<file path="src/source/qsnd_tick_irq.sv">
////////////////////////////////////////////////////////////////////////////
// periodic sound CPU interrupt with acknowledge
////////////////////////////////////////////////////////////////////////////
`timescale 1ns/10ps

module qsnd_tick_irq #(
    parameter int TICK_PERIOD = 32000
) (
    input  logic clk,
    input  logic rst,
    input  logic ack,
    output logic int_n
);

localparam int CW = (TICK_PERIOD > 1) ? $clog2(TICK_PERIOD) : 1;

logic [CW-1:0] cnt;
logic          wrap;

assign wrap = cnt == CW'(TICK_PERIOD - 1);

always_ff @(posedge clk or posedge rst) begin
    if (rst) begin
        cnt   <= '0;
        int_n <= 1'b1;
    end else begin
        cnt <= wrap ? '0 : cnt + 1'b1;     // free-running
        if (ack)
            int_n <= 1'b1;    // ack wins over a wrap in the same cycle
        else if (wrap)
            int_n <= 1'b0;
    end
end

endmodule

</file>
<file path="config.mk">
export PLATFORM = sky130hd
export DESIGN_NAME = qsnd_tick_irq
export DESIGN_NICKNAME = d
export VERILOG_FILES = /design/src/source/qsnd_tick_irq.sv
export SDC_FILE = /design/constraint.sdc
export NUM_CORES = 1
export LEC_CHECK = 0
export BUFFER_PORTS_ARGS = -buffer_cell sky130_fd_sc_hd__clkbuf_2
export CAP_MARGIN = 40
export CORE_MARGIN = 2
export CORE_UTILIZATION = 57
export CTS_CLUSTER_DIAMETER = 50
export DETAILED_ROUTE_END_ITERATION = 10
export PLACE_DENSITY = 0.81
export SETUP_SLACK_MARGIN = 0.5
export SYNTH_ARGS = -nofsm -noshare
export SYNTH_HDL_FRONTEND = slang
export SYNTH_SLANG_ARGS = --single-unit
</file>
<file path="constraint.sdc">
create_clock -name clk -period 3.6 [get_ports clk]
set_input_delay 0.18 -clock clk [delete_from_list [all_inputs] [get_ports clk]]
set_output_delay 0.18 -clock clk [all_outputs]
set_load 0.02 [all_outputs]
</file>
==> impl_metrics.csv, run 1 <==
group,metric,value,unit
global_routing,grt_pass1_vias,468,
placement,portBuffers,3,
setup_path,cp.arrival,1.77,ns
cts,ctsRootBufferMaster,"clkbuf_4",
min_path,min_path_type,"primary input to flop",
run,drv_cap,0,
detailed_routing,antenna_left,0,
floorplan,io_pins,4,
setup_path,crit_chain,"nand4_1 > or3b_4 > nor3_4 > nor2_1",
synth,ys.flop_type,"dfrtp_1",
floorplan,num_rows,13,
synth,synth-seq-cells,16,
floorplan,initial_core_util,0.601,
setup_path,crit_path_top_delay_cell,"or3b_4",
synth,synth_edf_count,0,
setup_path,crit_path_end_kind,"flop",
detailed_routing,wl_per_cell,13.5,um
outcome,outcome,"completed",
layout,drive_above_1_share,0.182,
cts,post_cts.repair.setup_buffers,0,
timing,drv_slew,0,
cts,cts.htree.levels,1,
setup_path,slowest_delay,0.45,ns
detailed_routing,drc,0,
placement,globalplace.congestion,0.789,
floorplan,chipWidth,40.6,um
timing,clock.fmax,0.622,GHz
cts,cts.sinks,16,
power_and_ir_drop,powerDensity,360,nW/um^2
layout,area_delta_synth_final,10.0,%
synth,ys_warn_count,0,
cts,clk_path_buf_depth,2,
synth,synth_top_area_share,0.493,
synth,ys_seq_area_frac,0.527,
detailed_routing,vias,518,
global_routing,grt_overflow_total,0,
synth,syn-cell-area,762,um^2
layout,final_common_cell,"dfrtp_1",
synth,async_reset_ff_frac,1.00,
global_routing,antenna_found_initial,0,
synth,synth_largest_area_cell,"dfrtp_1",
timing,final-hold-violation-count,0,
layout,num_antenna_cells,0,
floorplan,die-area,1650,um^2
timing,skew,0.00500,ns
cts,cts_buffers,3,
layout,post-route-util,0.661,
timing,period_minus_slack,1.61,ns
setup_path,cp.required,3.76,ns
synth,synth.avg_cell_area,10.9,um^2
synth,syn_inst,70,
cts,path_clk_slew,0.09,ns
setup_path,crit_fanout,10,
power_and_ir_drop,peakVddDrop,258,uV
synth,syn_nets,74,
power_and_ir_drop,cellLeakagePower,0.400,nW
global_routing,grt_pass1_wl,2060,um
global_routing,gr-usage-all-layers,0.202,
detailed_routing,via_per_inst,5.63,
timing,worst_pin_slew,0.605,ns
setup_path,startpoint_type,"flop",
floorplan,fp.dieH,40.6,um
timing,setup_viol,0,
floorplan,coreArea,1270,um^2
cts,tritoncts,"yes",
setup_path,crit_type,"flop to flop",
detailed_routing,dr.pass1.iters,3,
setup_path,crit_family,"simple AND/OR/NAND/NOR gates",
detailed_routing,wl,1240,um
synth,synth_area_leaders,"dfrtp_1, xor2_1, xnor2_1, nor2_1, dfstp_2",
timing,fin_setup_tns,0,ns
placement,hpwl,857,um
power_and_ir_drop,p_total,0.302,mW
layout,nNetsFinal,82,
timing,min_period_over_period,0.447,
timing,rsz0062_at_grt,"no",
layout,final_cell_mix,"dfrtp_1, nor2_1, xor2_1",
global_routing,grt_max_degree,17,
synth,ys_types,26,
cts,clock_latency,0.28,ns
detailed_routing,drtIter0Drc,4,
setup_path,critPathBufInv,0,
timing,slew_headroom,0.596,
## path summary, 6_finish.rpt
check	startpoint	endpoint	slack, ns	depth (start not counted)
max in group asynchronous	rst	cnt[12]	2.70	3
min reg2reg	int_n	int_n	0.48	2
min	ack	int_n	0.09	2
min in group asynchronous	rst	cnt[11]	0.50	3
max reg2reg	cnt[10]	cnt[11]	1.99	4
max	cnt[10]	cnt[11]	1.99	4
## flip-flops by register name, summed over array words and instances, names as in the netlist
signal  cells
cnt        15
int_n       1
## area by class of cell
class / instances / area [um^2]
clock buffers: 4 / 36.3
multi-input cells: 51 / 349
fillers: 103 / 430
repair buffers: 4 / 25.0
well taps: 15 / 18.8
inverters: 2 / 7.51
flip-flops and latches: 16 / 402
## worst reg2reg max path, cell delays in order, from the launching register on
cell and delay [ns]:
dfrtp_1 0.44, nand4_1 0.16, or3b_4 0.45, nor3_4 0.34, nor2_1 0.11
## logic make-up (layout without fill, tap and decap cells)
family                     after synthesis  count (layout)  share of synthesized area
and+or+nand+nor                         35              35                      0.279
xor gates and xnor gates                11              11                      0.126
adders and majority gates                1               1                     0.0164
buffers and inverters                    3              10                     0.0148
AOI/OAI and AO/OA                        4               4                     0.0361
DFF                                     16              16                      0.527
## synth_stat cells (2+ instances only)
library cell,number
o21ai_0,2
and4_1,2
xor2_1,7
nand3_1,5
dfrtp_1,15
inv_1,2
nand2_1,4
xnor2_1,4
nor2_1,9
nand4_1,4
## metrics by stage
| step | instances | hold WS (ns) | instance area [um^2] | worst slack, ns |
|---|---|---|---|---|
| 4_1_cts | 92 | 0.0876 | 838 | 2.00 |
| 5_1_grt | 92 | 0.0914 | 838 | 1.88 |
| 3_3_place_gp | 87 | 0.239 | 792 | 2.04 |
| 3_5_place_dp | 87 | 0.247 | 792 | 2.02 |
| 6_report | 92 | 0.0869 | 838 | 1.99 |
| 2_1_floorplan | 70 | 0.0930 | 762 | 2.15 |
## report_power, final
| part | internal, mW | leakage (nW) | total, mW | switching, mW |
|---|---|---|---|---|
| Clock | 0.0616 | 0.0210 | 0.117 | 0.0550 |
| Sequential | 0.180 | 0.206 | 0.180 | 0 |
| Combinational | 0.00170 | 0.173 | 0.00549 | 0.00379 |
## timing repair
item                                   CTS  global route
resized for setup                        0             0
hold buffers                             1             0
endpoints found under the hold margin   15             0
## layer usage
layer / wire length [um] / track usage / share of wire
met1: 612 / 0.273 / 0.49
met2: 598 / 0.298 / 0.48
met3: 21 / 0.0333 / 0.017
met4: 11 / 0.125 / 0.0088
met5: 0 / 0 / 0
(Power assumes the default switching activity.)
==> run 2, diff against run 1 <==
--- a/config.mk
+++ b/config.mk
@@ -7,11 +7,12 @@
 export LEC_CHECK = 0
 export BUFFER_PORTS_ARGS = -buffer_cell sky130_fd_sc_hd__clkbuf_2
 export CAP_MARGIN = 40
+export CORE_ASPECT_RATIO = 0.9
 export CORE_MARGIN = 2
-export CORE_UTILIZATION = 57
+export CORE_UTILIZATION = 51
 export CTS_CLUSTER_DIAMETER = 50
 export DETAILED_ROUTE_END_ITERATION = 10
-export PLACE_DENSITY = 0.81
+export PLACE_DENSITY = 0.77
 export SETUP_SLACK_MARGIN = 0.5
 export SYNTH_ARGS = -nofsm -noshare
 export SYNTH_HDL_FRONTEND = slang
==> constraint.sdc (replaced) <==
create_clock -name clk -period 1.31 [get_ports clk]
set_input_delay 0.0655 -clock clk [delete_from_list [all_inputs] [get_ports clk]]
set_output_delay 0.0655 -clock clk [all_outputs]
set_load 0.02 [all_outputs]
==> impl_metrics.csv, run 2 (same netlist as run 1, synthesis figures left out) <==
group,metric,value,unit
setup_path,cp.arrival,1.68,ns
setup_path,rrSetupSlack,-0.19,ns
timing,setup_ws,-0.191,ns
timing,min_period_over_period,1.15,
timing,skew,0.00699,ns
timing,setup_viol,11,
setup_path,crit_path_top_delay_cell,"or3b_4",
power_and_ir_drop,peakVddDrop,594,uV
placement,hpwl,1230,um
placement,placed_cell_area,968,um^2
run,drv_cap,0,
outcome,outcome,"finished with violations",
floorplan,fp.dieH,40.7,um
layout,area_delta_synth_final,44.0,%
setup_path,critPathCapture,"cnt[12]",
setup_path,crit_chain,"nand4_1 > or3b_4 > and3b_1 > a221o_1",
placement,dp.cells,104,
setup_path,crit_type,"flop to flop",
timing,clock.fmax,0.666,GHz
detailed_routing,vias,621,
layout,drive_above_1_share,0.505,
timing,period_minus_slack,1.50,ns
floorplan,chipWidth,44.7,um
detailed_routing,dr.pass1.iters,4,
layout,final_common_cell,"buf_4",
layout,final_cell_mix,"buf_4, dfrtp_1, xor2_1",
placement,portBuffers,3,
detailed_routing,wl_per_cell,16.3,um
cts,path_clk_slew,0.09,ns
timing,drv_slew,0,
global_routing,grt_pass1_vias,644,
timing,fin_setup_tns,-1.84,ns
cts,holdBufCountCts,1,
setup_path,r2r_start,"cnt[12]",
setup_path,ff2ff_path_depth,4,
global_routing,gr-usage-all-layers,0.247,
setup_path,startpoint_type,"flop",
timing,slew_headroom,0.610,
floorplan,coreArea,1420,um^2
detailed_routing,via_per_inst,5.54,
cts,clock_latency,0.29,ns
cts,tritoncts,"yes",
layout,nNetsFinal,102,
layout,post-route-util,0.775,
layout,final_cell_area,1100,um^2
timing,worst_pin_slew,0.585,ns
floorplan,io_pins,4,
detailed_routing,wl,1830,um
layout,top_register,"cnt",
global_routing,grt_max_degree,17,
detailed_routing,antenna_left,0,
cts,cts.htree.levels,1,
min_path,min_path_type,"primary input to asynchronous set/reset pin",
setup_path,crit_path_end_kind,"flop",
floorplan,num_rows,13,
global_routing,grt_pass1_wl,2920,um
detailed_routing,drc,0,
timing,fin_hold_ws,-0.190,ns
power_and_ir_drop,powerDensity,708,nW/um^2
layout,num_antenna_cells,0,
setup_path,cp.required,1.49,ns
layout,largest_reg_flops,15,
layout,fillCellCount,87,
layout,fin_cells,112,
setup_path,slowest_delay,0.44,ns
cts,cts.sinks,16,
setup_path,crit_fanout,3,
timing,rsz0062_at_grt,"yes",
placement,globalplace.congestion,0.831,
layout,top_regs,"cnt: 15 flops, int_n: 1 flops",
power_and_ir_drop,cellLeakagePower,0.517,nW
global_routing,grt_overflow_total,0,
cts,ctsRootBufferMaster,"clkbuf_4",
cts,clk_path_buf_depth,2,
global_routing,antenna_found_initial,0,
floorplan,initial_core_util,0.538,
outcome,failed_checks,"hold timing, setup timing",
timing,final-hold-violation-count,15,
floorplan,die-area,1820,um^2
setup_path,critical_path.startpoint,"cnt[12]",
setup_path,r2r_end,"cnt[12]",
cts,cts_buffers,3,
detailed_routing,drtIter0Drc,19,
-- run 2: changes by cell type in the layout (fill, tap and decap cells not counted), sizes merged --
cell	delta
buf	+21
clkbuf	-1
-- run 2: stage by stage --
step | setup slack [ns] | hold slack (ns) | total power, mW
2_1_floorplan | -0.106 | -0.0216 | 0.511
3_3_place_gp | -0.142 | 0.131 | 0.516
3_5_place_dp | -0.212 | 0.143 | 0.516
4_1_cts | -0.135 | -0.173 | 0.784
5_1_grt | -0.224 | -0.125 | 0.802
6_report | -0.191 | -0.190 | 0.777
-- run 2: worst max-delay path, delay by kind of cell, from the launching register on --
kind	cells	cell delay, ns
AOI/OAI and AO/OA	1	0.25
DFF	1	0.39
and+or+nand+nor	3	0.76
-- run 2: repair_timing --
action	in CTS	in global routing
endpoints found under the setup margin	17	17
pin swaps	5	6
hold endpoints to repair	16	15
gates resized for setup	8	10
buffers inserted	2	1
-- run 2: final cells by class --
cell class              instances  area, um^2  share of cell area
well taps                      15        18.8              0.0171
flip-flops and latches         16         404               0.368
inverters                       2        7.51             0.00684
repair buffers                 24         204               0.186
clock buffers                   4        26.3              0.0239
multi-input cells              51         437               0.398
-- run 2: worst min path at each step --
stage	startpoint	end	slack (ns)	cells past startpoint
floorplan	rst	cnt[0]	-0.02	1
global placement	rst	cnt[7]	0.13	2
detailed placement	rst	cnt[5]	0.14	2
CTS	rst	cnt[14]	-0.17	2
global route	rst	cnt[14]	-0.12	2
finish	rst	cnt[9]	-0.19	2
-- run 2: report_power, final --
group          internal, mW  switching, mW  leakage (nW)
sequential            0.494              0         0.202
combinational       0.00465        0.00997         0.299
clock                 0.118          0.151        0.0150
-- run 2: routing by layer --
metal,track usage,routed length (um),up-vias
li1,-,-,300
met1,0.265,769,299
met2,0.417,924,16
met3,0.0837,83,6
met4,0.182,50,0
met5,0,0,-
