[config.mk]
export PLATFORM = sky130hd
export DESIGN_NAME = qsnd_cmd_regs
export DESIGN_NICKNAME = d
export VERILOG_FILES = /design/src/source/qsnd_bus_pkg.sv /design/src/source/qsnd_dsp_pkg.sv /design/src/source/qsnd_cmd_regs.sv
export SDC_FILE = /design/constraint.sdc
export NUM_CORES = 1
export LEC_CHECK = 0
export BUFFER_PORTS_ARGS = -buffer_cell sky130_fd_sc_hd__buf_2
export CAP_MARGIN = 40
export CORE_UTILIZATION = 41
export DETAILED_ROUTE_END_ITERATION = 7
export GPL_TIMING_DRIVEN = 0
export PLACE_DENSITY_LB_ADDON = 0.12
export REMOVE_ABC_BUFFERS = 1
export SYNTH_ARGS = -nofsm -noshare
export SYNTH_HDL_FRONTEND = slang
export SYNTH_SLANG_ARGS = --single-unit
[constraint.sdc]
create_clock -name clk -period 1.4 [get_ports clk]
set_input_delay 0.14 -clock clk [delete_from_list [all_inputs] [get_ports clk]]
set_output_delay 0.14 -clock clk [all_outputs]
set_load 0.1 [all_outputs]
[src/source/qsnd_bus_pkg.sv]
////////////////////////////////////////////////////////////////////////////
// sound CPU register map, register-select and APB state enums,
// APB request and response structs
////////////////////////////////////////////////////////////////////////////

package qsnd_bus_pkg;

    // paddr[15:12] page codes
    localparam logic [3:0] ram_page_lo = 4'hc;
    localparam logic [3:0] ram_page_hi = 4'hf;
    localparam logic [3:0] reg_page    = 4'hd;

    typedef struct packed {
        logic        psel;
        logic        penable;
        logic        pwrite;
        logic [15:0] paddr;
        logic [7:0]  pwdata;
    } apb_req_t;

    typedef struct packed {
        logic [7:0] prdata;
        logic       pready;
        logic       pslverr;
    } apb_rsp_t;

    // offsets inside the 0xd000 page
    typedef enum logic [2:0] {
        cmd_lo   = 3'd0,
        cmd_mid  = 3'd1,
        cmd_hi   = 3'd2,   // last byte, raises the DSP interrupt
        ctrl     = 3'd3,   // bank in 3:0, DSP run in 7
        tick_ack = 3'd4,
        status   = 3'd7
    } qsnd_reg_e;

    typedef enum logic [1:0] {idle, setup, access, wait_st} apb_state_e;

endpackage

[src/source/qsnd_dsp_pkg.sv]
////////////////////////////////////////////////////////////////////////////
// DSP parallel port, serial port and audio output structs
////////////////////////////////////////////////////////////////////////////

package qsnd_dsp_pkg;

    // parallel side, driven by the DSP
    typedef struct packed {
        logic        pods_n;    // output data strobe
        logic        pids_n;    // input data strobe
        logic        iack;      // interrupt acknowledge
        logic [15:0] pbus_out;
        logic [6:0]  ab_hi;     // address bus bits that reach the sample ROM
    } dsp_pio_t;

    // serial output pins
    typedef struct packed {
        logic ock;     // bit clock, data valid on the falling edge
        logic sdo;
        logic psel;    // low for left, high for right
        logic sadd;
    } dsp_ser_t;

    // one stereo sample, sample pulses when both words are new
    typedef struct packed {
        logic signed [15:0] left;
        logic signed [15:0] right;
        logic               sample;
    } audio_t;

endpackage

[src/source/qsnd_cmd_regs.sv]
////////////////////////////////////////////////////////////////////////////
// sound CPU register page: command latch, bank and control, status byte
// and the DSP interrupt handshake
////////////////////////////////////////////////////////////////////////////
`timescale 1ns/10ps

module qsnd_cmd_regs (
    input  logic                   clk,
    input  logic                   rst,
    input  qsnd_bus_pkg::apb_req_t req,
    input  logic                   sel,
    input  qsnd_dsp_pkg::dsp_pio_t pio,
    output qsnd_bus_pkg::apb_rsp_t rsp,
    output logic [15:0]            pbus_in,
    output logic                   dsp_irq,
    output logic                   dsp_rst,
    output logic [3:0]             bank,
    output logic                   tick_ack
);

qsnd_bus_pkg::apb_state_e  phase;
qsnd_bus_pkg::qsnd_reg_e   reg_sel;
logic [23:0]               cmd_q;      // command word for the DSP
logic                      reg_hit;
logic                      done;
logic                      wr_en;
logic                      hi_wr;
logic                      pids_q;
logic                      pids_rise;
logic                      ready_n;
logic [7:0]                status_byte;

// bus phase straight from the pins, every access ends in its first cycle
assign phase = !req.psel    ? qsnd_bus_pkg::idle :
               !req.penable ? qsnd_bus_pkg::setup : qsnd_bus_pkg::access;

assign reg_hit = req.paddr[15:12] == qsnd_bus_pkg::reg_page;
assign reg_sel = qsnd_bus_pkg::qsnd_reg_e'(req.paddr[2:0]);
assign done    = sel && phase == qsnd_bus_pkg::access;
assign wr_en   = done && reg_hit && req.pwrite;
assign hi_wr   = wr_en && reg_sel == qsnd_bus_pkg::cmd_hi;

assign tick_ack  = wr_en && reg_sel == qsnd_bus_pkg::tick_ack;  // one-cycle pulse
assign pids_rise = pio.pids_n && !pids_q;

// DSP may still be busy with the previous word while iack is up
assign ready_n     = ~(dsp_irq | pio.iack);
assign status_byte = {ready_n, 3'b111, bank};

always_comb begin
    rsp = '0;
    if (done) begin
        rsp.pready  = 1'b1;
        rsp.pslverr = !reg_hit;          // unmapped page
        if (reg_hit && !req.pwrite) begin
            rsp.prdata = reg_sel == qsnd_bus_pkg::status ? status_byte : 8'hff;
        end
    end
end

always_ff @(posedge clk) begin
    if (wr_en) begin
        case (reg_sel)
            qsnd_bus_pkg::cmd_lo:  cmd_q[7:0]   <= req.pwdata;
            qsnd_bus_pkg::cmd_mid: cmd_q[15:8]  <= req.pwdata;
            qsnd_bus_pkg::cmd_hi:  cmd_q[23:16] <= req.pwdata;
            default: ;
        endcase
    end
end

always_ff @(posedge clk or posedge rst) begin
    if (rst) begin
        bank    <= 4'd0;
        dsp_rst <= 1'b1;    // DSP held until the CPU lets it run
        dsp_irq <= 1'b0;
        pids_q  <= 1'b1;
    end else begin
        pids_q <= pio.pids_n;
        if (wr_en && reg_sel == qsnd_bus_pkg::ctrl) begin
            bank    <= req.pwdata[3:0];
            dsp_rst <= ~req.pwdata[7];
        end
        if (hi_wr)
            dsp_irq <= 1'b1;      // new command pending
        else if (pids_rise)
            dsp_irq <= 1'b0;      // DSP has taken the top byte
    end
end

// DSP reads the top byte first, then the low word once irq is down
always_comb begin
    if (pio.pods_n)
        pbus_in = 16'hffff;
    else if (dsp_irq)
        pbus_in = {8'd0, cmd_q[23:16]};
    else
        pbus_in = cmd_q[15:0];
end

// the DSP never reads and writes the parallel port at once
strobes_exclusive: assert property (@(posedge clk) disable iff (rst)
    pio.pods_n || pio.pids_n)
    else $error("DSP drove pods_n and pids_n low together");

ready_after_setup: assert property (@(posedge clk) disable iff (rst)
    rsp.pready |-> req.penable && $past(req.psel && !req.penable))
    else $error("pready outside the first access cycle");

endmodule

==> results of run 1 <==
## metal layers
metal	vias to the layer above	GRT usage, %	part of all wire [%]
met5	-	0	0
met4	0	11.0	1.9
met3	8	4.55	5.0
met2	33	35.9	54
met1	507	20.4	39
li1	496	-	-
## metrics by stage
stage,setup TNS [ns],area (um2),std cells,worst slack (ns)
after floorplan,-45.20,1330,89,-3.62
after CTS,-2.83,2130,209,-0.231
after global routing,-4.31,2210,210,-0.268
final,-3.20,2210,210,-0.228
after detailed placement,-17.25,1680,191,-0.610
after global placement,-21.36,1660,189,-0.843
## critical path: cells and delay by family, from the launching register on
family | cells | cell delay, ns
flops | 1 | 0.51
compound gates | 1 | 0.33
buf+inv | 2 | 0.33
## sequential cells by signal, summed over array words and instances (netlist names)
| register | cells |
|---|---|
| bank | 4 |
| cmd_q | 24 |
| dsp_irq | 1 |
| dsp_rst | 1 |
| pids_q | 1 |
## repair_timing
action,CTS,global route
pin swaps,4,9
endpoints found under the hold margin,7,0
cloned,1,0
buffers inserted,7,1
gates resized for setup,93,18
endpoints found under the setup margin,48,30
hold buffers,2,0
## report_power, final
part	leakage, uW	switching (uW)	internal [uW]
sequential	0.000304	2.06	997
clock	0.0000293	280	195
combinational	0.000648	205	104
## cell families (layout without fill, tap and decap cells)
| logic type | after synthesis | after routing | synth area share, % |
|---|---|---|---|
| simple gates | 27 | 27 | 13.6 |
| flops | 31 | 31 | 65.8 |
| buf+inv | 10 | 81 | 3.85 |
| mux | 5 | 5 | 4.03 |
| compound gates | 22 | 22 | 12.7 |
## worst paths after layout
path,from,to,slack [ns],cells past startpoint
setup / recovery,dsp_irq,pbus_in[3],-0.23,3
hold / removal,req[6],cmd_q[14],0.01,1
setup reg to reg,dsp_irq,dsp_irq,0.38,4
hold reg to reg,dsp_rst,dsp_rst,0.49,2
max in group asynchronous,rst,pids_q,0.84,3
min in group asynchronous,rst,bank[2],0.29,3
## cells in the final DEF, fill, tap and decap left out, drive strengths merged
cell type	n
o21a	5
nor3b	2
a211o	8
and2	1
nand4	1
nand2	2
buf	66
nand3	2
edfxtp	24
o22ai	1
nor2	3
nor2b	10
dlygate4sd3	2
dfstp	2
inv	3
a21o	8
and4b	2
clkbuf	7
nand4b	1
nand3b	1
dfrtp	5
mux2	4
mux2i	1
nor3	2
clkinv	3
## synth_stat cells (all sizes together)
master,instances
mux2,4
edfxtp,24
nand2,2
and4b,2
o22ai,1
and2,1
o21a,5
buf,4
dfstp,2
nand3b,1
nor2b,10
clkinv,1
nor3b,2
a211o,8
dfrtp,5
clkbuf,2
a21o,8
nand3,2
mux2i,1
inv,3
nor2,3
nor3,2
nand4b,1
nand4,1
## final cells by class
| type | count | area [um2] | share of cell area, % |
|---|---|---|---|
| Sequential cell | 31 | 902 | 40.7 |
| Timing Repair inverter | 1 | 8.76 | 0.395 |
| Clock buffer | 7 | 45.0 | 2.03 |
| Tap cell | 44 | 55.1 | 2.49 |
| Multi-Input combinational cell | 54 | 453 | 20.5 |
| Clock inverter | 1 | 5.00 | 0.226 |
| Inverter | 4 | 20.0 | 0.904 |
| Timing Repair Buffer | 68 | 726 | 32.8 |
==> out/metrics.yaml, run 1 <==
status: "finished, violations left"
violations: "negative setup slack"
synth_cell_types: 26
netlist.top_cell.by_area: "edfxtp_1"
antenna_found_initial: 0
portBuffers: 56
hold_viol: 0
crit_chain: "buf_8, a211o_1, buf_12"
clock_skew_ns: 0.000150
drcViolationCount: 0
setup_ws_ns: -0.228
setup_viol: 22
yosys_warnings: 0
clk_latency_ns: 0.32
start_util_pct: 44.0
synthToLayoutAreaGrowth_pct: 62.1
ant_nets: 0
rsz0062_at_grt: "yes"
fin_crit_sh_pct: 116
diodes: 0
io_pins: 89
max_slew_margin_pct: 67.3
netlist.area_leader.share_pct: 52.7
drv_slew: 0
min_path_type: "in -> reg"
maxCapViolCount: 0
via_count: 1044
cts_made_buffers: 5
drt_iter0_drc: 29
ys_seq_area_share_pct: 65.8
synth-seq-cells: 31
rows: 20
cts_tree: "yes"
fin_nets: 221
finalPower_uw: 1780
finalCriticalPeriod_ns: 1.63
tightest_slew_ns: 0.491
hold_ws_ns: 0.0134
cp_max_fo: 9
core-area_um2: 3100
max_freq_mhz: 614
grt_pass1_wl_um: 4810
finalCoreUtilization_pct: 71.4
ys_top_cells_by_area: "edfxtp_1 (53%), dfrtp_1 (9.2%), a211o_1 (5.1%)"
die_area_um2: 3570
layout-drive-gt1-share_pct: 55.4
clk_pin_slew_worst_paths_ns: 0.09
leakage_uw: 0.000981
routed_wirelength_um: 3240
slowest_stage: "dfrtp_4"
clockBufferDepth: 2
ir_worst_vdd_mv: 0.383
routedWlPerCell_um: 15.4
chipHeight_um: 59.7
slowest_delay_ns: 0.51
grt_pass1_vias: 1071
fill_cells: 230
ctsRootBufferMaster: "clkbuf_4"
place_congestion: 0.715
cts.sinks: 31
crit_path_start_kind: "flip-flop"
synth.avg_cell_area_um2: 14.4
overflow: 0
die_w_um: 59.7
grt.total_usage_pct: 19.6
htree_levels: 2
path_class: "reg -> out"
drtPass1Iterations: 4
cp_data_arrival_time_ns: 1.49
dpl.hpwl_um: 1980
syn_inst: 95
grt_max_degree: 17
cp.required_ns: 1.26
p_per_area_nw_per_um2: 805
synthesis.area_um2: 1370
drt-vias-per-instance: 4.97
worstSetupEndpointType: "output port"
(Power assumes the default switching activity.)
==> run 2, diff against run 1 <==
--- a/config.mk
+++ b/config.mk
@@ -7,7 +7,7 @@
 export LEC_CHECK = 0
 export BUFFER_PORTS_ARGS = -buffer_cell sky130_fd_sc_hd__buf_2
 export CAP_MARGIN = 40
-export CORE_UTILIZATION = 41
+export CORE_UTILIZATION = 26
 export DETAILED_ROUTE_END_ITERATION = 7
 export GPL_TIMING_DRIVEN = 0
 export PLACE_DENSITY_LB_ADDON = 0.12
==> out/metrics.yaml, run 2 (same netlist as run 1, synthesis figures left out) <==
status: "finished, violations left"
violations: "negative setup slack"
clk_pin_slew_worst_paths_ns: 0.07
clockBufferDepth: 2
r2r_setup_slack_ns: 0.47
layout-drive-gt1-share_pct: 53.9
timing.rr.start: "dsp_irq"
ant_nets: 0
via_count: 1037
worstSetupEndpointType: "output port"
crit_path_start_kind: "flip-flop"
setup_tns_ns: -2.38
path_delay_family: "flip-flops"
r2r_end: "dsp_irq"
reg2regPathDepth: 3
setup_ws_ns: -0.161
fill_cells: 475
hold-path-endpoint: "cmd_q[22]"
routedWlPerCell_um: 14.8
slowest_stage: "dfrtp_4"
cts.sinks: 31
place_congestion: 0.713
crit_chain: "buf_8, a211o_1, buf_12"
htree_levels: 2
antenna_found_initial: 0
grt.total_usage_pct: 13.8
grt_pass1_wl_um: 5380
maxCapViolCount: 0
drv_slew: 0
ctsRootBufferMaster: "clkbuf_8"
drt-vias-per-instance: 4.38
max_freq_mhz: 641
largest_register: "cmd_q"
path_class: "reg -> out"
rsz0062_at_grt: "yes"
ir_worst_vdd_mv: 0.580
tightest_slew_ns: 0.504
fin_crit_sh_pct: 111
final_cell_mix: "buf_2 (31), edfxtp_1 (24), buf_12 (17), buf_4 (12), nor2b_1 (10)"
p_per_area_nw_per_um2: 945
drtPass1Iterations: 4
setup_viol: 20
cp_num_buf_inv: 2
clk_latency_ns: 0.28
drcViolationCount: 0
largest_reg_flops: 24
grt_pass1_vias: 1065
die_area_um2: 5550
min_from: "req[6]"
cts_tree: "yes"
rows: 26
dpl.hpwl_um: 2270
die_w_um: 74.5
fin_cells: 237
cp.required_ns: 1.26
cp_data_arrival_time_ns: 1.42
placed_cells: 216
portBuffers: 56
diodes: 0
min_path_type: "in -> reg"
grt_max_degree: 17
synthToLayoutAreaGrowth_pct: 66.6
routed_wirelength_um: 3500
hold_viol: 0
leakage_uw: 0.00101
hold_path_depth: 1
start_util_pct: 26.9
slowest_delay_ns: 0.51
cts_made_buffers: 5
overflow: 0
final_common_cell: "buf_2"
finalCriticalPeriod_ns: 1.56
largestRegisters: "cmd_q x24, bank x4"
chipHeight_um: 74.5
clock_skew_ns: 0.0000800
io_pins: 89
max_slew_margin_pct: 66.4
fin_nets: 222
cp_max_fo: 9
drt_iter0_drc: 22
core-area_um2: 5070
run 2: cell types whose count changed in the layout (fill, tap and decap cells not counted), moves of 4 or more:
| cell | before | now |
|---|---|---|
| clkbuf_8 | 0 | 5 |
| nor2b_2 | 4 | 0 |
| nor2b_1 | 6 | 10 |
| clkbuf_4 | 5 | 0 |
| buf_12 | 21 | 17 |
run 2: final cells by class:
type	instances	area (um2)	area share (%)
multi-input combinational	54	449	19.7
timing repair buffer	70	707	31.1
clock buffer	5	68.8	3.02
inverter	4	22.5	0.990
sequential	31	902	39.6
clock inverter	3	38.8	1.70
tap	70	87.6	3.85
run 2: how the worst max path moves through the flow:
stage | start | cells past startpoint | end
4_1_cts | dsp_irq | 3 | pbus_in[0]
3_3_place_gp | req[21] | 4 | cmd_q[4]
2_1_floorplan | req[21] | 3 | rsp[2]
5_1_grt | dsp_irq | 3 | pbus_in[1]
6_report | dsp_irq | 3 | pbus_in[2]
3_5_place_dp | req[21] | 5 | cmd_q[12]
run 2: timing repair:
action / 4_1_cts / 5_1_grt
endpoints found under the setup margin: 50 / 25
pin swaps: 0 / 3
buffers inserted: 6 / 5
hold endpoints to repair: 6 / 0
hold buffers: 2 / 0
resized for setup: 81 / 18
cloned: 0 / 0
run 2: routing by layer:
| layer | routed length [um] | global-route usage, % | up-vias |
|---|---|---|---|
| met3 | 215 | 5.15 | 2 |
| met1 | 1420 | 15.9 | 497 |
| met2 | 1850 | 24.0 | 42 |
| met4 | 11 | 3.77 | 0 |
| li1 | - | - | 496 |
| met5 | 0 | 0 | - |
run 2: through the flow:
step	util (%)	power, uW	hold slack [ns]	instance area [um2]	setup WS [ns]
finish	44.8	2150	0.0696	2280	-0.161
detailed placement	33.6	1270	0.0922	1710	-0.675
global route	44.8	2240	0.0504	2280	-0.208
floorplan	-	1190	-0.0581	1330	-3.62
global placement	33.4	1260	0.0800	1700	-0.922
CTS	42.8	2170	0.0607	2170	-0.190
run 2: power breakdown:
group	switching, uW	internal [uW]
registers	2.47	998
clock network	325	520
logic	206	98.2
total	534	1620
==> run 3, diff against run 2 <==
--- a/config.mk
+++ b/config.mk
@@ -11,7 +11,7 @@
 export DETAILED_ROUTE_END_ITERATION = 7
 export GPL_TIMING_DRIVEN = 0
 export PLACE_DENSITY_LB_ADDON = 0.12
-export REMOVE_ABC_BUFFERS = 1
+export SETUP_SLACK_MARGIN = 0.4
 export SYNTH_ARGS = -nofsm -noshare
 export SYNTH_HDL_FRONTEND = slang
 export SYNTH_SLANG_ARGS = --single-unit
==> out/metrics.yaml, run 3 (same netlist as run 1, synthesis figures left out) <==
leakage_uw: 0.00116
setup_tns_ns: -2.89
syn_nets: 151
clk_latency_ns: 0.28
routed_wirelength_um: 3690
setup_viol: 17
clock_skew_ns: 0.0000822
ctsRootBufferMaster: "clkbuf_8"
antenna_found_initial: 0
cts_tree: "yes"
drtPass1Iterations: 4
grt_pass1_wl_um: 5680
cts.sinks: 31
finalPower_uw: 2060
final_common_cell: "buf_12"
htree_levels: 2
start_util_pct: 26.9
grt.total_usage_pct: 14.9
rows: 26
fin_nets: 233
max_slew_margin_pct: 68.0
crit_path_start_kind: "flip-flop"
largestRegisters: "cmd_q x24, bank x4"
hold_viol: 0
drt-vias-per-instance: 4.38
maxCapViolCount: 0
via_count: 1086
dpl.hpwl_um: 2340
layout-drive-gt1-share_pct: 75.3
diodes: 0
synthToLayoutAreaGrowth_pct: 109
drv_slew: 0
cp.required_ns: 1.26
overflow: 0
die_w_um: 74.5
max_freq_mhz: 615
clk_pin_slew_worst_paths_ns: 0.07
chipHeight_um: 74.5
routedWlPerCell_um: 14.9
cp_data_arrival_time_ns: 1.49
largest_reg_flops: 24
p_per_area_nw_per_um2: 720
fin_crit_sh_pct: 116
drt_iter0_drc: 57
finalCriticalPeriod_ns: 1.63
final_cell_mix: "buf_12 (37), edfxtp_1 (24), buf_2 (20), buf_4 (10)"
min_path_type: "in -> reg"
path_class: "reg -> out"
rsz0062_at_grt: "yes"
cp_max_fo: 10
fin_cells: 248
die_area_um2: 5550
drcViolationCount: 0
ant_nets: 0
core-area_um2: 5070
clockBufferDepth: 2
place_congestion: 0.675
status: "finished, violations left"
placed_cells: 220
cts_made_buffers: 5
violations: "negative setup slack"
io_pins: 89
finalCoreUtilization_pct: 56.3
ir_worst_vdd_mv: 0.359
grt_pass1_vias: 1128
tightest_slew_ns: 0.480
portBuffers: 55
grt_max_degree: 12
worstSetupEndpointType: "output port"
largest_register: "cmd_q"
setup_ws_ns: -0.227
-- run 3: path summary, 6_finish.rpt --
path	start	end	slack [ns]	cells after the start
min reg2reg	pids_q	dsp_irq	0.57	2
max reg2reg	dsp_rst	dsp_rst	0.45	3
min	req[7]	dsp_rst	0.05	2
max in group asynchronous	rst	pids_q	0.78	3
max	dsp_irq	pbus_in[0]	-0.23	3
min in group asynchronous	rst	bank[1]	0.34	3
-- run 3: metal layers --
metal  track usage [%]  share of wire, %
met2              25.2                53
met5                 0                 0
met4              7.55               2.2
met3              5.69               7.1
met1              16.3                37
-- run 3: area by class of cell --
type | count | area [um2]
Clock buffer | 5 | 68.8
Timing Repair Buffer | 75 | 1000
Multi-Input combinational cell | 54 | 671
Sequential cell | 31 | 921
Inverter | 4 | 27.5
Buffer | 6 | 58.8
Clock inverter | 3 | 20.0
Tap cell | 70 | 87.6
Fill cell | 428 | 2220
-- run 3: what timing repair did --
| action | in CTS | in global routing |
|---|---|---|
| resized for setup | 138 | 10 |
| hold buffers | 2 | 0 |
| setup buffers | 12 | 6 |
| pin swaps | 9 | 5 |
| endpoints found under the hold margin | 6 | 0 |
| endpoints found under the setup margin | 58 | 53 |
-- run 3: where the power goes --
group	internal (uW)	switching [uW]
Sequential	999	3.64
Clock	345	344
Combinational	141	224
-- run 3: critical path, cell delays in order (launching register included) --
cell     delay (ns)
dfrtp_4        0.52
buf_12         0.17
a211o_4        0.34
buf_12         0.17
-- run 3: through the flow --
| step | hold slack [ns] | area (um2) | setup slack, ns |
|---|---|---|---|
| 2_1_floorplan | -0.0579 | 1640 | -0.609 |
| 3_3_place_gp | 0.0954 | 2010 | -0.486 |
| 6_report | 0.0540 | 2860 | -0.227 |
| 4_1_cts | 0.0482 | 2760 | -0.241 |
| 5_1_grt | 0.0388 | 2860 | -0.273 |
| 3_5_place_dp | 0.0885 | 2010 | -0.499 |
