`src/source/qsnd_dsp_pkg.sv`:
```
////////////////////////////////////////////////////////////////////////////
// DSP parallel port, serial port and audio output structs
////////////////////////////////////////////////////////////////////////////

package qsnd_dsp_pkg;

    // parallel side, driven by the DSP
    typedef struct packed {
        logic        pods_n;    // output data strobe
        logic        pids_n;    // input data strobe
        logic        iack;      // interrupt acknowledge
        logic [15:0] pbus_out;
        logic [6:0]  ab_hi;     // address bus bits that reach the sample ROM
    } dsp_pio_t;

    // serial output pins
    typedef struct packed {
        logic ock;     // bit clock, data valid on the falling edge
        logic sdo;
        logic psel;    // low for left, high for right
        logic sadd;
    } dsp_ser_t;

    // one stereo sample, sample pulses when both words are new
    typedef struct packed {
        logic signed [15:0] left;
        logic signed [15:0] right;
        logic               sample;
    } audio_t;

endpackage

```
`src/source/qsnd_serial_rx.sv`:
```
////////////////////////////////////////////////////////////////////////////
// serial audio deserializer and sample ROM address latch
////////////////////////////////////////////////////////////////////////////
`timescale 1ns/10ps

module qsnd_serial_rx (
    input  logic                   clk,
    input  logic                   rst,
    input  qsnd_dsp_pkg::dsp_ser_t ser,
    input  qsnd_dsp_pkg::dsp_pio_t pio,
    output qsnd_dsp_pkg::audio_t   audio,
    output logic [22:0]            qsnd_addr
);

logic        ock_q;
logic        psel_q;
logic        pods_q;
logic [15:0] left_sr;
logic [15:0] right_sr;
logic        ock_fall;
logic        psel_rise;
logic        pods_rise;

assign ock_fall  = !ser.ock && ock_q;
assign psel_rise = ser.psel && !psel_q;
assign pods_rise = pio.pods_n && !pods_q;

// shift registers, MSB first
always_ff @(posedge clk) begin
    if (ock_fall) begin
        if (!ser.psel)
            left_sr  <= {left_sr[14:0], ser.sdo};
        else
            right_sr <= {right_sr[14:0], ser.sdo};
    end
end

always_ff @(posedge clk or posedge rst) begin
    if (rst) begin
        ock_q     <= 1'b0;
        psel_q    <= 1'b1;    // no false edge out of reset
        pods_q    <= 1'b1;
        audio     <= '0;
        qsnd_addr <= 23'd0;
    end else begin
        ock_q  <= ser.ock;
        psel_q <= ser.psel;
        pods_q <= pio.pods_n;
        audio.sample <= psel_rise;
        if (psel_rise) begin
            audio.left  <= left_sr;
            audio.right <= right_sr;
        end
        if (pods_rise) qsnd_addr[15:0] <= pio.pbus_out;   // low address word
        qsnd_addr[22:16] <= pio.ab_hi;
    end
end

// a bit is never clocked in the cycle the channel select moves
psel_stable_on_bit: assert property (@(posedge clk) disable iff (rst)
    ock_fall |-> ser.psel == psel_q)
    else $error("psel changed on an ock falling edge");

endmodule

```
`config.mk`:
```
export PLATFORM = sky130hd
export DESIGN_NAME = qsnd_serial_rx
export DESIGN_NICKNAME = d
export VERILOG_FILES = /design/src/source/qsnd_dsp_pkg.sv /design/src/source/qsnd_serial_rx.sv
export SDC_FILE = /design/constraint.sdc
export NUM_CORES = 1
export LEC_CHECK = 0
export ABC_AREA = 1
export BUFFER_PORTS_ARGS = -buffer_cell sky130_fd_sc_hd__clkbuf_2
export CAP_MARGIN = 20
export CORE_MARGIN = 1
export CORE_UTILIZATION = 46
export DETAILED_ROUTE_END_ITERATION = 8
export PLACE_DENSITY = 0.74
export SETUP_SLACK_MARGIN = 0.2
export SLEW_MARGIN = 5
export SYNTH_ARGS = -nofsm -noshare
export SYNTH_HDL_FRONTEND = slang
export SYNTH_SLANG_ARGS = --single-unit
```
`constraint.sdc`:
```
create_clock -name clk -period 1.8 [get_ports clk]
set_input_delay 0.18 -clock clk [delete_from_list [all_inputs] [get_ports clk]]
set_output_delay 0.18 -clock clk [all_outputs]
set_load 0.005 [all_outputs]
```
==> results.json, run 1 <==
{
  "status": "completed",
  "drt-pass1-iter-count": 4,
  "cts_setup_buffers": 0,
  "port-buffer-count": 84,
  "slew_headroom_pct": 73.99,
  "hold_viol": 0,
  "multi_input_area_um2": 674.4,
  "drive_gt1_share_pct": 33.89,
  "ys.flop_type": "dfrtp_1",
  "cp_data_required_time_ps": 1840,
  "ys_async_sr_fraction_pct": 64.84,
  "critPathTopFamily": "buffers and inverters",
  "netlist_instances": 259,
  "cts.repair.resized": 0,
  "syn2layout_area_growth_pct": 23.92,
  "synth_area_leaders": "dfrtp_1 (44%), edfxtp_1 (29%), nand2_1 (10%), nand3_1 (7.4%), buf_6 (2.8%)",
  "synth_common_cells": "nand2_1 (87), dfrtp_1 (57), nand3_1 (48)",
  "cts.htree.levels": 3,
  "fin_crit_sh_pct": 68.32,
  "maxCapViolations": 0,
  "clk_pin_slew_worst_paths_ps": 80,
  "drtIter0Drc": 99,
  "fin_tns_setup_ps": 0,
  "slowest_stage": "dlygate4sd3_1",
  "grt_pass1_vias": 2001,
  "crit_path_start_kind": "primary input",
  "core-area_mm2": 0.006832,
  "worstSetupEndpointType": "flop",
  "hold_path_class": "primary input to flop",
  "ys_seq_area_share_pct": 74.74,
  "worstPathArrival_ps": 1270,
  "insertion_delay_ps": 350,
  "yosysWarnings": 0,
  "cts-buffers-inserted": 9,
  "power_leakage_nw": 1.997,
  "worstMarginPinSlew_ps": 390.1,
  "nNetsFinal": 387,
  "syn_area_per_cell_um2": 12.60,
  "syn_nets": 291,
  "finish.utilization_pct": 59.21,
  "drc": 0,
  "synth_edf_count": 32,
  "netlist.area_leader.share_pct": 43.69,
  "antenna_left": 0,
  "viasPerCell": 4.678,
  "wire_per_inst_um": 12.75,
  "crit_buf_inv": 3,
  "final.setup_skew_ps": 10.02,
  "antenna-diode-count": 0,
  "power_mw": 4.284,
  "cpPeakStageDelay_ps": 530,
  "io_pins": 88,
  "finalWorstPathRequiredPeriod_ps": 1230,
  "antenna_found_initial": 0,
  "track_usage_pct": 16.71,
  "place_hpwl_mm": 3.700,
  "fmax_ghz": 0.8132,
  "cts_tree": "built",
  "grt_max_degree": 34,
  "grt_pass1_wl_mm": 9.439,
  "drt_wl_total_mm": 5.812,
  "initial_utilization_pct": 47.78,
  "ys_seq_elements": 91,
  "crit_fanout": 16,
  "syn_area_mm2": 0.003264,
  "num_vias": 2133,
  "synth_cell_types": 15,
  "report.final.slew_viol_count": 0,
  "gp_congestion": 0.7018,
  "crit_type": "primary input to flop",
  "num_rows": 30,
  "nFillCells": 600,
  "rsz0062_at_grt": "no",
  "regArea_mm2": 0.002440,
  "final_cells": 456,
  "cts_num_sinks": 91,
  "path_cells": "dlygate4sd3_1 -> clkbuf_2 -> nor3_2 -> buf_4",
  "cts_max_path_buffers": 2,
  "grt.overflow.total": 0,
  "yosysMostFrequentCell": "nand2_1",
  "die_w_um": 86.24,
  "dp_cells": 431,
  "floorplan.die_area_mm2": 0.007437,
  "pwr_density_cell_mw_per_mm2": 1059,
  "root_buffer": "clkbuf_8",
  "die_y_um": 86.24,
  "ir_worst_vdd_mv": 0.4608,
  "setup_viol": 0,
  "synth_area_leader_cell": "dfrtp_1"
}
-- layout make-up --
type	count	area share, %
Timing Repair Buffer	99	14.04
Multi-Input combinational cell	148	16.67
Clock buffer	9	3.062
Sequential cell	91	60.32
Inverter	6	0.6496
Clock inverter	7	2.289
Tap cell	96	2.969
-- state kept, by name, summed over array words and instances (netlist names) --
signal / flops
audio: 33
qsnd_addr: 23
left_sr: 16
right_sr: 16
ock_q: 1
pods_q: 1
psel_q: 1
-- worst paths after layout --
kind / from / to / slack (ps) / cells past startpoint
setup / recovery: ser[3] / left_sr[7] / 570 / 4
hold / removal: ser[2] / left_sr[0] / 40 / 1
setup reg to reg: psel_q / audio[6] / 700 / 4
hold reg to reg: left_sr[0] / left_sr[1] / 450 / 0
max in group asynchronous: rst / pods_q / 920 / 4
min in group asynchronous: rst / qsnd_addr[18] / 290 / 3
-- routing by layer --
layer	global-route usage, %	part of all wire [%]	wire length, µm	up-vias
met4	6.364	0.77	45	0
met1	22.31	47	2710	1010
li1	-	-	-	1042
met5	0	0	0	-
met2	25.97	46	2647	76
met3	5.048	7.0	408	5
-- stage by stage --
stage          hold slack (ps)  cell area, µm²  worst slack [ps]
3_3_place_gp             103.9            3739             583.3
6_report                 37.81            4045             570.3
3_5_place_dp             110.2            3739             568.5
4_1_cts                  19.41            4045             580.6
5_1_grt                  30.82            4045             532.8
2_1_floorplan            184.5            3273             270.3
-- cells by family (layout without fill, tap and decap cells) --
kind of cell / Yosys count / in the layout / share of synthesized area [%]
buffers and inverters: 20 / 121 / 4.753
AND/OR/NAND/NOR: 148 / 148 / 20.51
flip-flops: 91 / 91 / 74.74
-- placed cells by master (no fill, tap or decap) --
cell type	count
buf_12	1
buf_4	5
bufinv_16	2
clkbuf_2	84
clkbuf_8	9
clkinv_1	2
clkinv_4	2
clkinvlp_4	2
dfrtp_1	57
dfstp_2	2
dlygate4sd3_1	9
edfxtp_1	32
inv_1	3
inv_2	2
nand2_1	87
nand2_2	9
nand2_4	1
nand2_8	1
nand3_1	48
nor3_2	2
-- where the power goes --
| group | total (mW) | switching [mW] | internal (mW) |
|---|---|---|---|
| Sequential | 2.38 | 0.0810 | 2.30 |
| Combinational | 0.429 | 0.235 | 0.194 |
| Clock | 1.48 | 0.699 | 0.777 |
-- timing repair --
| item | CTS | global route |
|---|---|---|
| hold endpoints to repair | 43 | 0 |
| endpoints found under the setup margin | 0 | 0 |
| hold buffers | 9 | 0 |
Note: power is estimated with default switching activity, not from simulation.
==> run 2, diff against run 1 <==
--- a/config.mk
+++ b/config.mk
@@ -5,13 +5,13 @@
 export SDC_FILE = /design/constraint.sdc
 export NUM_CORES = 1
 export LEC_CHECK = 0
-export ABC_AREA = 1
+export ABC_AREA = 0
 export BUFFER_PORTS_ARGS = -buffer_cell sky130_fd_sc_hd__clkbuf_2
 export CAP_MARGIN = 20
 export CORE_MARGIN = 1
-export CORE_UTILIZATION = 46
+export CORE_UTILIZATION = 51
 export DETAILED_ROUTE_END_ITERATION = 8
-export PLACE_DENSITY = 0.74
+export PLACE_DENSITY = 0.78
 export SETUP_SLACK_MARGIN = 0.2
 export SLEW_MARGIN = 5
 export SYNTH_ARGS = -nofsm -noshare
==> constraint.sdc (replaced) <==
create_clock -name clk -period 1.2 [get_ports clk]
set_input_delay 0.12 -clock clk [delete_from_list [all_inputs] [get_ports clk]]
set_output_delay 0.12 -clock clk [all_outputs]
set_load 0.005 [all_outputs]
==> results.json, run 2 <==
{
  "maxCapViolations": 0,
  "crit_path_start_kind": "flop",
  "yosysWarnings": 0,
  "report.final.slew_viol_count": 0,
  "status": "completed",
  "num_vias": 1788,
  "grt.overflow.total": 0,
  "placed_area_mm2": 0.003782,
  "port-buffer-count": 84,
  "reg2reg_from": "psel_q",
  "layout_common_cells": "clkbuf_2 (67), dfrtp_1 (57), mux2_4 (48)",
  "worstSetupEndpointType": "flop",
  "fmax_ghz": 0.8337,
  "antenna_found_initial": 0,
  "io_pins": 88,
  "drtIter0Drc": 76,
  "num_rows": 28,
  "synth_edf_count": 32,
  "syn_area_per_cell_um2": 21.55,
  "dp_cells": 310,
  "top_register": "audio",
  "insertion_delay_ps": 340,
  "power_leakage_nw": 2.098,
  "clk_pin_slew_worst_paths_ps": 80,
  "final_cells": 373,
  "crit_buf_inv": 1,
  "core-area_mm2": 0.006026,
  "cts.htree.levels": 3,
  "fin_crit_sh_pct": 99.96,
  "antenna_left": 0,
  "reg2reg_to": "audio[23]",
  "cts_max_path_buffers": 2,
  "finalWorstPathRequiredPeriod_ps": 1200,
  "power_mw": 6.828,
  "initial_utilization_pct": 53.63,
  "hold_path_class": "primary input to flop",
  "finish.utilization_pct": 74.92,
  "viasPerCell": 4.794,
  "worstPathArrival_ps": 1420,
  "slew_headroom_pct": 81.19,
  "die_w_um": 81.61,
  "worstMarginPinSlew_ps": 282.1,
  "switching_share_pct": 21.54,
  "hold_viol": 0,
  "syn_nets": 182,
  "die_y_um": 81.61,
  "p_int_mw": 5.357,
  "cts_num_sinks": 91,
  "slowest_stage": "dfstp_2",
  "grt_pass1_vias": 1749,
  "yosysMostFrequentCell": "dfrtp_1",
  "nNetsFinal": 325,
  "cts-buffers-inserted": 9,
  "place_hpwl_mm": 3.443,
  "comb_power_share_pct": 15.1,
  "p_sw_mw": 1.471,
  "wire_per_inst_um": 16.05,
  "synth_area_leader_cell": "dfrtp_1",
  "hold_depth": 2,
  "drt-pass1-iter-count": 4,
  "final_common_cell": "clkbuf_2",
  "final.setup_skew_ps": 6.567,
  "drc": 0,
  "antenna-diode-count": 0,
  "final_area_mm2": 0.004514,
  "drt_wl_total_mm": 5.987,
  "min_from": "pio[18]",
  "min_to": "qsnd_addr[11]",
  "reg2reg_depth": 3,
  "crit_type": "flop to flop",
  "crit_fanout": 21,
  "track_usage_pct": 17.69,
  "path_cells": "nor2b_4 -> buf_12 -> mux2_4",
  "drive_gt1_share_pct": 62.42,
  "synth_common_cells": "dfrtp_1 (57), edfxtp_1 (32), mux2_4 (29)",
  "synth_area_leaders": "dfrtp_1 (44%), edfxtp_1 (30%), mux2_4 (13%), mux2_2 (6.6%), buf_12 (1.9%)",
  "rsz0062_at_grt": "yes",
  "ys.flop_type": "dfrtp_1",
  "pwr_density_cell_mw_per_mm2": 1513,
  "largest_reg_flops": 33,
  "ys_seq_elements": 91,
  "top_regs": "audio x33, qsnd_addr x23",
  "syn2layout_area_growth_pct": 39.68,
  "synth_cell_types": 11,
  "r2r_setup_slack_ps": 0.5,
  "critPathTopFamily": "flip-flops",
  "cpPeakStageDelay_ps": 380,
  "ys_seq_area_share_pct": 75.49,
  "power.share.clock_pct": 32.0,
  "grt_max_degree": 39,
  "cp_data_required_time_ps": 1420,
  "p_seq_share_pct": 52.8,
  "netlist.area_leader.share_pct": 44.13,
  "root_buffer": "clkbuf_8",
  "ir_worst_vdd_mv": 1.117,
  "netlist_instances": 150,
  "syn_area_mm2": 0.003232,
  "gp_congestion": 0.6761,
  "grt_pass1_wl_mm": 8.369,
  "setup_viol": 0,
  "cts_tree": "built",
  "ys_async_sr_fraction_pct": 64.84,
  "floorplan.die_area_mm2": 0.006659
}
-- run 2: changes by cell type after synthesis, moves of 5 or more --
cell     change
mux2_4      +29
nand2_1     -87
nand3_1     -48
nand2_2      -9
buf_4        -5
mux2_2      +19
buf_6        -5
-- run 2: cell type report --
class	count	area (µm²)
clock buffer	13	180.2
clock inverter	3	42.54
fill	350	1511
inverter	1	7.507
multi-input combinational	52	777.0
sequential	91	2440
tap	75	93.84
timing repair buffer	138	973.4
-- run 2: routing by layer --
layer	GRT usage (%)	part of all wire, %
met3	5.222	5.3
met4	7.895	1.3
met5	0	0
met1	22.83	44
met2	27.83	50
-- run 2: logic make-up after synthesis --
group	share of synthesized area (%)
multiplexers	20.09
buffers and inverters	3.020
AND/OR/NAND/NOR	1.394
flip-flops	75.49
-- run 2: power groups by stage --
stage / Sequential (mW) / Clock (mW) / Combinational, mW
3_3_place_gp: 3.66 / 0 / 0.728
3_5_place_dp: 3.67 / 0 / 0.750
2_1_floorplan: 3.67 / 0 / 0.389
5_1_grt: 3.64 / 2.39 / 1.11
4_1_cts: 3.61 / 2.25 / 0.894
6_report: 3.61 / 2.19 / 1.03
-- run 2: worst register-to-register path: cells and delay by family (launching register included) --
family | cells | cell delay [ps]
buffers and inverters | 1 | 220
muxes | 1 | 330
and+or+nand+nor | 1 | 160
DFF | 1 | 380
-- run 2: worst max-delay path by stage --
stage / start / endpoint / cells after the start
CTS: psel_q / audio[23] / 3
global route: psel_q / audio[32] / 3
finish: psel_q / audio[23] / 3
global placement: pods_q / qsnd_addr[9] / 2
floorplan: psel_q / audio[15] / 4
detailed placement: pods_q / qsnd_addr[10] / 2
-- run 2: what timing repair did --
| item | CTS | global route |
|---|---|---|
| setup endpoints to repair | 68 | 123 |
| hold buffers | 22 | 0 |
| gates resized for setup | 19 | 17 |
| pin swaps | 0 | 1 |
| hold endpoints to repair | 79 | 0 |
| buffers inserted | 3 | 21 |
| gates cloned | 0 | 1 |
-- run 2: per-stage QoR --
step                      hold slack [ps]  setup WS [ps]  TNS (ps)
after floorplan                     124.5         -35.05     -1192
after global placement              176.5         -27.15    -418.2
after detailed placement            182.7         -56.44    -781.1
after CTS                          0.8911         -11.45    -14.91
after global routing              -0.3163         -26.21    -337.5
final                               16.71         0.4593         0
==> run 3, diff against run 2 <==
--- a/config.mk
+++ b/config.mk
@@ -9,9 +9,8 @@
 export BUFFER_PORTS_ARGS = -buffer_cell sky130_fd_sc_hd__clkbuf_2
 export CAP_MARGIN = 20
 export CORE_MARGIN = 1
-export CORE_UTILIZATION = 51
+export CORE_UTILIZATION = 40
 export DETAILED_ROUTE_END_ITERATION = 8
-export PLACE_DENSITY = 0.78
 export SETUP_SLACK_MARGIN = 0.2
 export SLEW_MARGIN = 5
 export SYNTH_ARGS = -nofsm -noshare
==> results.json, run 3 (synthesis gave the netlist of run 2 again) <==
{
  "status": "complete, but fails checks",
  "violations": "setup timing",
  "drt_wl_total_mm": 5.850,
  "drt-pass1-iter-count": 4,
  "syn2layout_area_growth_pct": 38.68,
  "die_w_um": 91.89,
  "top_regs": "audio x33, qsnd_addr x23",
  "power_mw": 6.512,
  "slew_headroom_pct": 73.16,
  "finalWorstPathRequiredPeriod_ps": 1232,
  "maxCapViolations": 0,
  "initial_utilization_pct": 41.61,
  "grt_max_degree": 25,
  "rsz0062_at_grt": "yes",
  "cpPeakStageDelay_ps": 380,
  "port-buffer-count": 84,
  "min_from": "pio[16]",
  "regArea_mm2": 0.002440,
  "crit_path_start_kind": "flop",
  "gp_congestion": 0.6472,
  "wire_per_inst_um": 14.81,
  "fin_crit_sh_pct": 102.6,
  "cts.htree.levels": 3,
  "root_buffer": "clkbuf_8",
  "hold_slack_ps": 18.82,
  "setup_slack_ps": -31.76,
  "slowest_stage": "dfstp_2",
  "num_vias": 1764,
  "fin_tns_setup_ps": -283.8,
  "crit_start": "psel_q",
  "final.setup_skew_ps": 6.144,
  "final_cells": 395,
  "p_sw_mw": 1.448,
  "cp_data_required_time_ps": 1430,
  "finish.utilization_pct": 57.70,
  "ir_worst_vdd_mv": 0.7045,
  "final_common_cell": "clkbuf_2",
  "layout_common_cells": "clkbuf_2 (76), dfrtp_1 (57), mux2_4 (48)",
  "worstPathArrival_ps": 1460,
  "pwr_density_cell_mw_per_mm2": 1453,
  "place_hpwl_mm": 3.575,
  "viasPerCell": 4.466,
  "multi_input_area_um2": 777.0,
  "cts_num_sinks": 91,
  "setup_viol": 24,
  "insertion_delay_ps": 340,
  "floorplan.die_area_mm2": 0.008443,
  "reg2reg_depth": 3,
  "cts-buffers-inserted": 9,
  "power.share.clock_pct": 29.5,
  "hold_path_class": "primary input to flop",
  "antenna_left": 0,
  "grt_pass1_vias": 1839,
  "top_register": "audio",
  "power_leakage_nw": 2.073,
  "p_int_mw": 5.063,
  "report.final.slew_viol_count": 0,
  "io_pins": 88,
  "hold_depth": 2,
  "num_rows": 32,
  "worstMarginPinSlew_ps": 401.7,
  "clk_pin_slew_worst_paths_ps": 80,
  "reg2reg_to": "audio[13]",
  "core-area_mm2": 0.007767,
  "path_cells": "nor2b_4 -> buf_4 -> mux2_4",
  "nNetsFinal": 320,
  "drive_gt1_share_pct": 62.46,
  "antenna-diode-count": 0,
  "nFillCells": 637,
  "r2r_setup_slack_ps": -30,
  "crit_type": "flop to flop",
  "cts_max_path_buffers": 2,
  "comb_power_share_pct": 15.1,
  "track_usage_pct": 14.40,
  "switching_share_pct": 22.24,
  "min_to": "qsnd_addr[9]",
  "p_seq_share_pct": 55.4,
  "dp_cells": 341,
  "worstSetupEndpointType": "flop",
  "antenna_found_initial": 0,
  "grt.overflow.total": 0,
  "drc": 0,
  "drtIter0Drc": 48,
  "reg2reg_from": "psel_q",
  "die_y_um": 91.89,
  "fmax_ghz": 0.8118,
  "crit_fanout": 6,
  "hold_viol": 0,
  "cts_tree": "built",
  "grt_pass1_wl_mm": 9.280,
  "largest_reg_flops": 33
}
run 3: timing repair:
| action | 4_1_cts | 5_1_grt |
|---|---|---|
| setup endpoints to repair | 78 | 101 |
| cloned | 0 | 1 |
| buffers inserted | 5 | 13 |
| hold buffers | 19 | 0 |
| hold endpoints to repair | 31 | 0 |
| resized for setup | 23 | 11 |
run 3: routing by layer:
layer,track usage [%],routed length (µm),up-vias
met5,0,0,-
met4,7.031,114,0
met3,3.068,299,12
met2,22.57,2831,63
met1,19.08,2604,876
li1,-,-,813
run 3: worst max-delay path by stage:
| stage | end | slack [ps] |
|---|---|---|
| after global placement | qsnd_addr[14] | -50 |
| final | audio[13] | -30 |
| after CTS | audio[18] | -40 |
| after global routing | audio[14] | -60 |
| after floorplan | audio[15] | -40 |
| after detailed placement | qsnd_addr[6] | -60 |
run 3: metrics by stage:
stage	setup WS, ps	area (µm²)
4_1_cts	-37.11	4348
3_5_place_dp	-64.72	3834
6_report	-31.76	4482
3_3_place_gp	-50.63	3834
5_1_grt	-64.36	4482
2_1_floorplan	-35.05	3247
run 3: power by group through the flow:
stage	Clock (mW)	Sequential [mW]	Combinational, mW
after floorplan	0	3.67	0.389
after global placement	0	3.66	0.746
after detailed placement	0	3.67	0.758
after CTS	2.01	3.61	0.905
after global routing	2.13	3.64	1.07
final	1.92	3.61	0.986
run 3: final cells by class:
| type | count | area share [%] |
|---|---|---|
| Clock buffer | 13 | 3.797 |
| Clock inverter | 3 | 0.3908 |
| Inverter | 1 | 0.1675 |
| Multi-Input combinational cell | 52 | 17.34 |
| Sequential cell | 91 | 54.44 |
| Tap cell | 102 | 2.848 |
| Timing Repair Buffer | 133 | 21.02 |
run 3: worst max-delay path: cells and delay by family (launching register included):
| kind | cells | cell delay, ps |
|---|---|---|
| multiplexers | 1 | 310 |
| AND/OR/NAND/NOR | 1 | 230 |
| buffers and inverters | 1 | 220 |
| flip-flops | 1 | 380 |
